--- config.mk ---
export PLATFORM = sky130hd
export DESIGN_NAME = dcache_top
export DESIGN_NICKNAME = d
export VERILOG_FILES = /design/src/logic/dcache_pkg.sv /design/src/logic/dcache_tag_store.sv /design/src/logic/dcache_data_store.sv /design/src/logic/dcache_ctrl.sv /design/src/logic/dcache_top.sv
export SDC_FILE = /design/constraint.sdc
export NUM_CORES = 1
export LEC_CHECK = 0
export BUFFER_PORTS_ARGS = -buffer_cell sky130_fd_sc_hd__buf_2
export CAP_MARGIN = 20
export CORE_MARGIN = 3
export CORE_UTILIZATION = 62
export CTS_BUF_LIST = sky130_fd_sc_hd__clkbuf_4
export DETAILED_ROUTE_END_ITERATION = 8
export PLACE_DENSITY = 0.89
export REMOVE_ABC_BUFFERS = 1
export SETUP_SLACK_MARGIN = 0.1
export SYNTH_ARGS = -nofsm -noshare
export SYNTH_HDL_FRONTEND = slang
export SYNTH_SLANG_ARGS = --single-unit
--- constraint.sdc ---
create_clock -name clk -period 8.19 [get_ports clk]
set_input_delay 1.638 -clock clk [delete_from_list [all_inputs] [get_ports clk]]
set_output_delay 1.638 -clock clk [all_outputs]
set_load 0.03 [all_outputs]
--- src/logic/dcache_pkg.sv ---
package dcache_pkg;

  // ~~~~~~~~~~~~~~~~~~~~
  // Widths
  // ~~~~~~~~~~~~~~~~~~~~

  typedef logic [15:0] addr_t;  // Word address.
  typedef logic [31:0] data_t;

  // ~~~~~~~~~~~~~~~~~~~~
  // Channel payloads
  // ~~~~~~~~~~~~~~~~~~~~

  typedef struct packed {
    logic  we;     // Store when set, load otherwise.
    addr_t addr;
    data_t wdata;
  } cpu_req_t;

  typedef struct packed {
    data_t rdata;  // Zero on a store acknowledge.
  } cpu_rsp_t;

  // Line write-back (we set) or line read.
  typedef struct packed {
    logic  we;
    addr_t addr;
    data_t wdata;
  } mem_req_t;

  typedef enum logic [2:0] {idle, compare_tag, write_back, allocate, cache_access} ctrl_state_t;

endpackage

--- src/logic/dcache_tag_store.sv ---
module dcache_tag_store #(
  parameter int INDEX_W = 4
) (
  input  logic                 clk,
  input  logic                 rst,
  input  logic                 lookup_en,
  input  dcache_pkg::addr_t    lookup_addr,
  input  logic                 tag_write,
  input  logic                 set_dirty,
  input  logic                 set_valid,
  output logic                 hit,
  output logic                 dirty,
  output logic [15-INDEX_W:0]  victim_tag
);

  localparam int TAG_W = 16 - INDEX_W;
  localparam int LINES = 1 << INDEX_W;

  typedef logic [TAG_W-1:0] tag_t;

  logic [LINES-1:0]   valid_bits;
  logic [LINES-1:0]   dirty_bits;
  tag_t               tag_mem [LINES];

  logic [INDEX_W-1:0] idx;
  tag_t               req_tag;
  logic               valid_q;
  logic               dirty_q;
  tag_t               tag_q;
  tag_t               req_tag_q;

  // The write tag is the tag field of the held request address.
  assign idx     = lookup_addr[INDEX_W-1:0];
  assign req_tag = lookup_addr[15:INDEX_W];

  // ~~~~~~~~~~~~~~~~~~~~
  // Entry update
  // ~~~~~~~~~~~~~~~~~~~~

  always_ff @(posedge clk or posedge rst) begin
    if (rst) begin
      valid_bits <= '0;
      dirty_bits <= '0;
    end else if (tag_write) begin
      valid_bits[idx] <= set_valid;
      dirty_bits[idx] <= set_dirty;
    end
  end

  always_ff @(posedge clk) begin
    if (tag_write) tag_mem[idx] <= req_tag;
  end

  // Lookup result is registered and compared one cycle later.
  always_ff @(posedge clk or posedge rst) begin
    if (rst) begin
      valid_q <= 1'b0;
      dirty_q <= 1'b0;
    end else if (lookup_en) begin
      valid_q <= valid_bits[idx];
      dirty_q <= dirty_bits[idx];
    end
  end

  always_ff @(posedge clk) begin
    if (lookup_en) begin
      tag_q     <= tag_mem[idx];
      req_tag_q <= req_tag;
    end
  end

  assign hit        = valid_q && (tag_q == req_tag_q);
  assign dirty      = dirty_q;
  assign victim_tag = tag_q;

endmodule

--- src/logic/dcache_data_store.sv ---
module dcache_data_store #(
  parameter int INDEX_W = 4
) (
  input  logic                clk,
  input  logic                rd_en,
  input  logic [INDEX_W-1:0]  index,
  input  logic                wr_en,
  input  logic                fill_sel,
  input  dcache_pkg::data_t   cpu_wdata,
  input  dcache_pkg::data_t   fill_data,
  output dcache_pkg::data_t   rd_data
);

  localparam int LINES = 1 << INDEX_W;

  dcache_pkg::data_t line_mem [LINES];
  dcache_pkg::data_t wr_data;

  // ~~~~~~~~~~~~~~~~~~~~
  // Write port
  // ~~~~~~~~~~~~~~~~~~~~

  // A fill brings the line in from memory, otherwise the word comes from a store.
  assign wr_data = fill_sel ? fill_data : cpu_wdata;

  always_ff @(posedge clk) begin
    if (wr_en) begin
      line_mem[index] <= wr_data;
    end
  end

  // ~~~~~~~~~~~~~~~~~~~~
  // Read port
  // ~~~~~~~~~~~~~~~~~~~~

  // The read word is held until the next lookup.
  // A write-back relies on this to keep its payload steady.
  always_ff @(posedge clk) begin
    if (rd_en) begin
      rd_data <= line_mem[index];
    end
  end

endmodule

--- src/logic/dcache_ctrl.sv ---
module dcache_ctrl #(
  parameter int INDEX_W = 4
) (
  input  logic                  clk,
  input  logic                  rst,
  // CPU side.
  input  logic                  cpu_req_valid,
  input  dcache_pkg::cpu_req_t  cpu_req,
  output logic                  cpu_req_ready,
  output logic                  cpu_rsp_valid,
  output dcache_pkg::cpu_rsp_t  cpu_rsp,
  // Memory side.
  output logic                  mem_req_valid,
  output dcache_pkg::mem_req_t  mem_req,
  input  logic                  mem_req_ready,
  input  logic                  mem_rsp_valid,
  input  dcache_pkg::data_t     mem_rsp_data,
  // Tag store.
  output logic                  lookup_en,
  output dcache_pkg::addr_t     lookup_addr,
  output logic                  tag_write,
  output logic                  set_dirty,
  output logic                  set_valid,
  input  logic                  hit,
  input  logic                  dirty,
  input  logic [15-INDEX_W:0]   victim_tag,
  // Data store.
  output logic                  rd_en,
  output logic [INDEX_W-1:0]    index,
  output logic                  wr_en,
  output logic                  fill_sel,
  output dcache_pkg::data_t     cpu_wdata,
  input  dcache_pkg::data_t     rd_data
);

  dcache_pkg::ctrl_state_t state_q, state_d;
  dcache_pkg::cpu_req_t    req_q;
  dcache_pkg::data_t       fill_q;
  logic                    read_sent_q;
  logic                    accept;
  logic                    fill_done;

  assign cpu_req_ready = (state_q == dcache_pkg::idle);
  assign accept        = cpu_req_valid && cpu_req_ready;
  assign fill_done     = (state_q == dcache_pkg::allocate) && read_sent_q && mem_rsp_valid;

  // Both stores look up at the transfer edge, later cycles use the held address.
  assign lookup_en   = accept;
  assign rd_en       = accept;
  assign lookup_addr = cpu_req_ready ? cpu_req.addr : req_q.addr;
  assign index       = lookup_addr[INDEX_W-1:0];
  assign cpu_wdata   = req_q.wdata;

  // ~~~~~~~~~~~~~~~~~~~~
  // Registers
  // ~~~~~~~~~~~~~~~~~~~~

  always_ff @(posedge clk or posedge rst) begin
    if (rst) begin
      state_q     <= dcache_pkg::idle;
      read_sent_q <= 1'b0;
    end else begin
      state_q <= state_d;
      if (fill_done)
        read_sent_q <= 1'b0;
      else if (state_q == dcache_pkg::allocate && mem_req_valid && mem_req_ready)
        read_sent_q <= 1'b1;
    end
  end

  always_ff @(posedge clk) begin
    if (accept) req_q <= cpu_req;
    if (fill_done) fill_q <= mem_rsp_data;  // Load data for cache_access.
  end

  // ~~~~~~~~~~~~~~~~~~~~
  // Next state and outputs
  // ~~~~~~~~~~~~~~~~~~~~

  always_comb begin
    state_d       = state_q;
    tag_write     = 1'b0;
    set_dirty     = 1'b0;
    set_valid     = 1'b0;
    wr_en         = 1'b0;
    fill_sel      = 1'b0;
    cpu_rsp_valid = 1'b0;
    cpu_rsp       = '0;
    mem_req_valid = 1'b0;
    mem_req       = '0;
    case (state_q)
      dcache_pkg::idle: begin
        if (accept) state_d = dcache_pkg::compare_tag;
      end
      dcache_pkg::compare_tag: begin
        if (hit) begin
          cpu_rsp_valid = 1'b1;
          if (req_q.we) begin
            wr_en     = 1'b1;
            tag_write = 1'b1;
            set_valid = 1'b1;
            set_dirty = 1'b1;
          end else begin
            cpu_rsp.rdata = rd_data;
          end
          state_d = dcache_pkg::idle;
        end else if (dirty) begin
          state_d = dcache_pkg::write_back;
        end else begin
          state_d = dcache_pkg::allocate;
        end
      end
      dcache_pkg::write_back: begin
        // Victim address and word stay put while we wait for ready.
        mem_req_valid = 1'b1;
        mem_req.we    = 1'b1;
        mem_req.addr  = {victim_tag, req_q.addr[INDEX_W-1:0]};
        mem_req.wdata = rd_data;
        if (mem_req_ready) state_d = dcache_pkg::allocate;
      end
      dcache_pkg::allocate: begin
        mem_req_valid = !read_sent_q;
        mem_req.addr  = req_q.addr;
        if (fill_done) begin
          wr_en     = 1'b1;
          fill_sel  = 1'b1;
          tag_write = 1'b1;
          set_valid = 1'b1;  // Clean after a fill.
          state_d   = dcache_pkg::cache_access;
        end
      end
      dcache_pkg::cache_access: begin
        cpu_rsp_valid = 1'b1;
        if (req_q.we) begin
          wr_en     = 1'b1;
          tag_write = 1'b1;
          set_valid = 1'b1;
          set_dirty = 1'b1;
        end else begin
          cpu_rsp.rdata = fill_q;
        end
        state_d = dcache_pkg::idle;
      end
      default: state_d = dcache_pkg::idle;
    endcase
  end

endmodule

--- src/logic/dcache_top.sv ---
module dcache_top #(
  parameter int INDEX_W = 4
) (
  input  logic                  clk,
  input  logic                  rst,
  input  logic                  cpu_req_valid,
  input  dcache_pkg::cpu_req_t  cpu_req,
  output logic                  cpu_req_ready,
  output logic                  cpu_rsp_valid,
  output dcache_pkg::cpu_rsp_t  cpu_rsp,
  output logic                  mem_req_valid,
  output dcache_pkg::mem_req_t  mem_req,
  input  logic                  mem_req_ready,
  input  logic                  mem_rsp_valid,
  input  dcache_pkg::data_t     mem_rsp_data
);

  localparam int TAG_W = 16 - INDEX_W;

  // Tag store wires.
  logic               lookup_en;
  dcache_pkg::addr_t  lookup_addr;
  logic               tag_write;
  logic               set_dirty;
  logic               set_valid;
  logic               hit;
  logic               dirty;
  logic [TAG_W-1:0]   victim_tag;

  // Data store wires.
  logic               rd_en;
  logic [INDEX_W-1:0] index;
  logic               wr_en;
  logic               fill_sel;
  dcache_pkg::data_t  cpu_wdata;
  dcache_pkg::data_t  rd_data;

  dcache_ctrl #(.INDEX_W(INDEX_W)) u_ctrl (.*);

  dcache_tag_store #(.INDEX_W(INDEX_W)) u_tag_store (
    .clk, .rst, .lookup_en, .lookup_addr, .tag_write, .set_dirty, .set_valid,
    .hit, .dirty, .victim_tag
  );

  dcache_data_store #(.INDEX_W(INDEX_W)) u_data_store (
    .clk, .rd_en, .index, .wr_en, .fill_sel, .cpu_wdata,
    .fill_data (mem_rsp_data),  // Fill words go straight into the array.
    .rd_data
  );

endmodule

==> qor.yml, run 1 <==
cts_setup_buffers: 0
ios: 170
clk_pin_slew_ps: 70
htree_levels: 4
synth_async_sr_flop_share_pct: 4.32
power.total_uw: 13100
die-area_um2: 60000
ys_types: 48
fin_util_pct: 70.8
rsz0062_at_grt: "false"
peakVddDrop_mv: 0.293
drc_errors: 0
power.internal_uw: 8480
crit_fanout: 19
clk_path_buf_depth: 3
wl_per_cell_um: 25.0
cp_top_family: "simple AND/OR/NAND/NOR gates"
combPwrFrac_pct: 29.9
antenna_found_initial: 2
fmax_ghz: 0.161
yosys_warnings: 0
status: "complete, no violations"
slowest_delay_ps: 690
critPathRequiredTime_ps: 6550
die_h_um: 245
start_util_pct: 63.5
synth_ff_type: "edfxtp_1"
report.final.hold_viol_count: 0
crit_path_end_kind: "output port"
cp.arrival_ps: 4570
tightest_slew_ps: 1280
synth_area_um2: 35400
gp_congestion: 0.844
drt-total-wl_um: 92300
leakage_uw: 0.0146
fin_nets: 2861
cts_root_buffer: "clkbuf_4"
hpwl_um: 46100
tritoncts: "built"
core_area_um2: 55700
setup-violations-final: 0
syn_inst: 2526
post-route-period-util_pct: 75.8
num_rows: 86
grt_pass1_vias: 24100
synth-seq-area-share_pct: 74.0
hp-class: "flip-flop to flip-flop"
cts.sinks: 879
syn-mean-instance-area_um2: 14.0
gr-total-overflow: 0
postCtsHoldBufs: 0
synth-seq-cells: 879
port_buffers: 169
grt_pass1_wl_um: 139000
clk_latency_ps: 1120
p_sw_share_pct: 35.0
die_w_um: 245
cp_slowest_cell: "nor4_1"
antenna_left: 0
syn_to_final_growth_pct: 11.5
clkPwrFrac_pct: 27.0
slew_headroom_pct: 14.4
synth-edff-count: 841
drv_cap: 0
first_pass_iters: 7
p_per_area_nw_per_um2: 331
power_frac_seq_pct: 43.1
start_kind: "flip-flop"
drtIter0Drc: 3693
final_layout_size_suffix_gt1_share_pct: 21.4
cts_buffers: 205
grt_max_degree: 253
path_cells: "xor2_1, nor4_1, nand4_1, nor2_4, buf_4, a22oi_1, nor2_1, buf_2"
critPathBufInv: 2
finalCriticalPeriod_ps: 6210
slew_viol_final: 0
grt_usage_pct: 30.6
num_vias: 24000
cts_resized: 0
hold_ws_ps: 475
skew_ps: 87.3
crit_type: "flip-flop to output port"
viasPerCell: 6.49
power.switching_uw: 4570
metrics by stage:
step                      setup TNS [ps]  cell area, um2  setup WS, ps  instances
after floorplan                  -695980           34500         -3200       2357
after global placement                 0           36800          2920       3313
after detailed placement               0           36800          2760       3313
after CTS                              0           39400          1850       3681
after global routing                   0           39500          1780       3691
final                                  0           39500          1980       3692
worst paths after layout:
check | startpoint | endpoint | slack (ps) | depth (start not counted)
setup / recovery | u_tag_store.victim_tag[11] | cpu_rsp[20] | 1980 | 8
hold / removal | u_tag_store.valid_bits[0] | u_tag_store.valid_bits[0] | 470 | 1
setup reg to reg | u_ctrl.state_q[1] | u_data_store.rd_data[10] | 3570 | 8
hold reg to reg | u_tag_store.valid_bits[0] | u_tag_store.valid_bits[0] | 470 | 1
max in group asynchronous | rst | u_tag_store.valid_q | 7100 | 3
min in group asynchronous | rst | u_tag_store.valid_bits[10] | 690 | 3
cells by family after synthesis:
logic type      after synthesis  share of synthesized area (%)
compound gates              315                           6.98
xor+xnor                     12                          0.297
flops                       879                           74.0
simple gates               1056                           13.5
buf+inv                     182                           2.60
mux                          82                           2.56
placed cells by master (no fill, tap or decap), types with 8 or more instances in the layout:
master	netlist	layout
edfxtp_1	841	841
nand2_1	665	664
clkbuf_4	0	295
and3_1	221	221
buf_2	54	169
a31oi_1	90	90
mux2_2	59	59
nor2_1	59	53
clkinv_1	0	52
a211oi_1	44	44
a31o_1	44	44
o32ai_1	44	44
a221o_1	44	44
buf_4	7	38
dfrtp_1	38	38
and2_1	37	37
a22oi_1	32	32
nand2b_1	19	19
nand3_1	19	19
mux2i_1	17	17
inv_2	3	13
xor2_1	11	11
diode_2	0	8
cell type report:
type	instances	area, um2
inverter	13	58.8
clock buffer	295	2210
timing repair buffer	211	1230
fill	3314	16300
clock inverter	73	418
multi-input combinational	1465	8390
antenna	8	20.0
tap	748	936
sequential	879	26200
registers in the layout (all words and copies together), names as in the netlist, 3 cells and up:
| signal | flops |
|---|---|
| u_ctrl.state_q | 3 |
| u_data_store.rd_data | 32 |
| u_tag_store.valid_bits | 16 |
| u_tag_store.dirty_bits | 16 |
| u_ctrl.fill_q | 32 |
| u_tag_store.req_tag_q | 12 |
| u_tag_store.victim_tag | 12 |
| u_ctrl.cpu_wdata | 32 |
| u_ctrl.req_q | 17 |
| u_data_store.line_mem | 512 |
| u_tag_store.tag_mem | 192 |
per-layer routing:
layer	vias up	GRT usage [%]	part of all wire, %
met5	-	0	0
met4	0	14.3	3.9
met1	11600	39.3	34
met3	316	7.43	13
met2	2049	50.0	49
li1	10100	-	-
power groups by stage:
stage,clock [uW],sequential (uW),combinational (uW)
after floorplan,0,5680,2650
after global placement,0,5700,3540
after detailed placement,0,5710,3720
after CTS,3540,5620,3790
after global routing,3770,5640,4150
final,3530,5630,3900
cells in the mapped netlist, types with 32 or more instances:
library cell	instances	area, um2
and3_1	221	1380
edfxtp_1	841	25300
a31oi_1	90	563
a221o_1	44	440
nor2_1	59	221
o32ai_1	44	385
buf_2	54	270
clkbuf_1	82	308
dfrtp_1	38	951
nand2_1	665	2500
a211oi_1	44	330
a22oi_1	32	240
a31o_1	44	385
and2_1	37	231
mux2_2	59	664
Power figures use the tool's default switching activity.
==> inputs of run 2 (changes only) <==
--- a/config.mk
+++ b/config.mk
@@ -8,10 +8,10 @@
 export BUFFER_PORTS_ARGS = -buffer_cell sky130_fd_sc_hd__buf_2
 export CAP_MARGIN = 20
 export CORE_MARGIN = 3
-export CORE_UTILIZATION = 62
+export CORE_UTILIZATION = 57
 export CTS_BUF_LIST = sky130_fd_sc_hd__clkbuf_4
 export DETAILED_ROUTE_END_ITERATION = 8
-export PLACE_DENSITY = 0.89
+export PLACE_DENSITY = 0.87
 export REMOVE_ABC_BUFFERS = 1
 export SETUP_SLACK_MARGIN = 0.1
 export SYNTH_ARGS = -nofsm -noshare
==> constraint.sdc (replaced) <==
create_clock -name clk -period 5.4 [get_ports clk]
set_input_delay 1.08 -clock clk [delete_from_list [all_inputs] [get_ports clk]]
set_output_delay 1.08 -clock clk [all_outputs]
set_load 0.03 [all_outputs]
==> run 2 against run 1 <==
Non-clock buffer count grew 6; cell count is 2.4% higher; clock skew rose by 16 ps; first-iteration DRC count is 7.4% lower.
==> qor.yml, run 2 (synthesis gave the netlist of run 1 again) <==
status: "complete, no violations"
clkPwrFrac_pct: 26.9
critical_path.startpoint: "u_tag_store.victim_tag[10]"
gp_congestion: 0.847
setup-violations-final: 0
p_sw_share_pct: 34.8
combPwrFrac_pct: 29.7
fin_nets: 2870
fin_ws_ps: 428
antenna_found_initial: 3
final_common_cell: "edfxtp_1"
syn_to_final_growth_pct: 12.3
drv_cap: 0
r2r_setup_slack_ps: 1320
peakVddDrop_mv: 0.417
reg.largest.list: "u_data_store.line_mem: 512 flops, u_tag_store.tag_mem: 192 flops"
cts_buffers: 208
grt_pass1_vias: 23900
drc_errors: 0
crit_fanout: 32
place_ws_ps: 1220
fmax_ghz: 0.201
slew_headroom_pct: 27.6
cts.sinks: 879
wl_met1_um: 32400
final_cell_mix: "edfxtp_1 (841), nand2_1 (664), clkbuf_4 (302), and3_1 (221), buf_2 (169)"
rsz0062_at_grt: "false"
drtIter0Drc: 3420
nFillCells: 3973
first_pass_iters: 6
start_util_pct: 58.1
viasPerCell: 6.25
cp_slowest_cell: "edfxtp_1"
fin_util_pct: 65.3
die-area_um2: 65100
critPathBufInv: 2
dp_cells: 3401
p_per_area_nw_per_um2: 494
gr-total-overflow: 0
postCtsHoldBufs: 0
slowest_delay_ps: 500
cts_setup_buffers: 0
grt_usage_pct: 27.7
skew_ps: 103
clk_latency_ps: 1050
power.internal_uw: 12800
num_vias: 23600
cts_root_buffer: "clkbuf_4"
tightest_slew_ps: 1090
finalCriticalPeriod_ps: 4970
fin_cells: 3781
path_cells: "xor2_1, nor4_1, nand4_1, nor2_4, buf_4, a22oi_1, nor2_1, buf_2"
r2r-start: "u_ctrl.state_q[1]"
place_area_um2: 37100
final_layout_size_suffix_gt1_share_pct: 21.7
wl_met2_um: 45400
hp-class: "input port to async pin"
num_rows: 90
reg2regPathDepth: 8
port_buffers: 169
clk_path_buf_depth: 3
critPathRequiredTime_ps: 4320
tritoncts: "built"
wl_per_cell_um: 24.0
cts_resized: 0
grt_max_degree: 221
start_kind: "flip-flop"
post-route-period-util_pct: 92.1
antenna_left: 0
cp_top_family: "simple AND/OR/NAND/NOR gates"
cp.arrival_ps: 3890
hpwl_um: 47900
die_h_um: 255
core_area_um2: 60900
crit_type: "flip-flop to output port"
slew_viol_final: 0
grt_pass1_wl_um: 136000
dr_wl_met3_um: 9790
power_frac_seq_pct: 43.4
clk_pin_slew_ps: 70
top_layer_used: "met5"
die_w_um: 255
largest_register_ffs: 512
crit_path_end_kind: "output port"
power.switching_uw: 6830
regMostFlops: "u_data_store.line_mem"
r2r_end: "u_data_store.rd_data[23]"
htree_levels: 4
drt-total-wl_um: 90700
leakage_uw: 0.0146
final_cell_area_um2: 39800
report.final.hold_viol_count: 0
ios: 170
[run 2: changes by cell type in the layout (fill, tap and decap cells not counted), sizes merged]
cell,delta
diode,-3
bufinv,-2
clkinvlp,+1
buf,+6
clkinv,-1
clkbuf,+7
inv,+1
[run 2: how the worst max path moves through the flow]
stage | to | slack, ps | cells after the start
floorplan | u_data_store.line_mem[4][0] | -5880 | 5
global placement | u_tag_store.tag_mem[11][5] | 1230 | 8
detailed placement | u_tag_store.tag_mem[11][1] | 1220 | 8
CTS | cpu_rsp[19] | 150 | 8
global route | cpu_rsp[19] | 180 | 8
finish | cpu_rsp[19] | 430 | 8
[run 2: layout make-up]
type	count	area (um2)	share of cell area (%)
diodes	5	12.5	0.0315
inverters	13	58.8	0.148
repair buffers	217	1410	3.56
clock buffers	302	2270	5.70
well taps	828	1040	2.61
flip-flops and latches	879	26200	65.9
multi-input cells	1465	8400	21.1
clock inverters	72	362	0.910
[run 2: per-layer routing]
metal / vias up / GRT usage [%]
li1: 10100 / -
met1: 11500 / 34.8
met2: 1750 / 45.9
met3: 265 / 6.71
met4: 2 / 12.9
met5: - / 0
[run 2: power by group through the flow]
stage	Sequential [uW]	Clock, uW	Combinational, uW
floorplan	8610	0	4020
global placement	8650	0	5400
detailed placement	8670	0	5670
CTS	8530	5350	5730
global route	8550	5680	6240
finish	8530	5290	5830
[run 2: through the flow]
| stage | setup TNS [ps] | hold slack (ps) | total power, uW |
|---|---|---|---|
| 4_1_cts | 0 | 51.0 | 19600 |
| 3_3_place_gp | 0 | 450 | 14100 |
| 2_1_floorplan | -2343610 | 434 | 12600 |
| 5_1_grt | 0 | 136 | 20500 |
| 3_5_place_dp | 0 | 452 | 14300 |
| 6_report | 0 | 137 | 19700 |
[run 2: worst register-to-register path, stage by stage (launching register included)]
cell	delay (ps)
dfrtp_1	620
or3_1	580
inv_8	230
mux2_8	780
buf_4	760
nand2_1	120
and3_1	210
o32ai_1	460
a221o_1	180
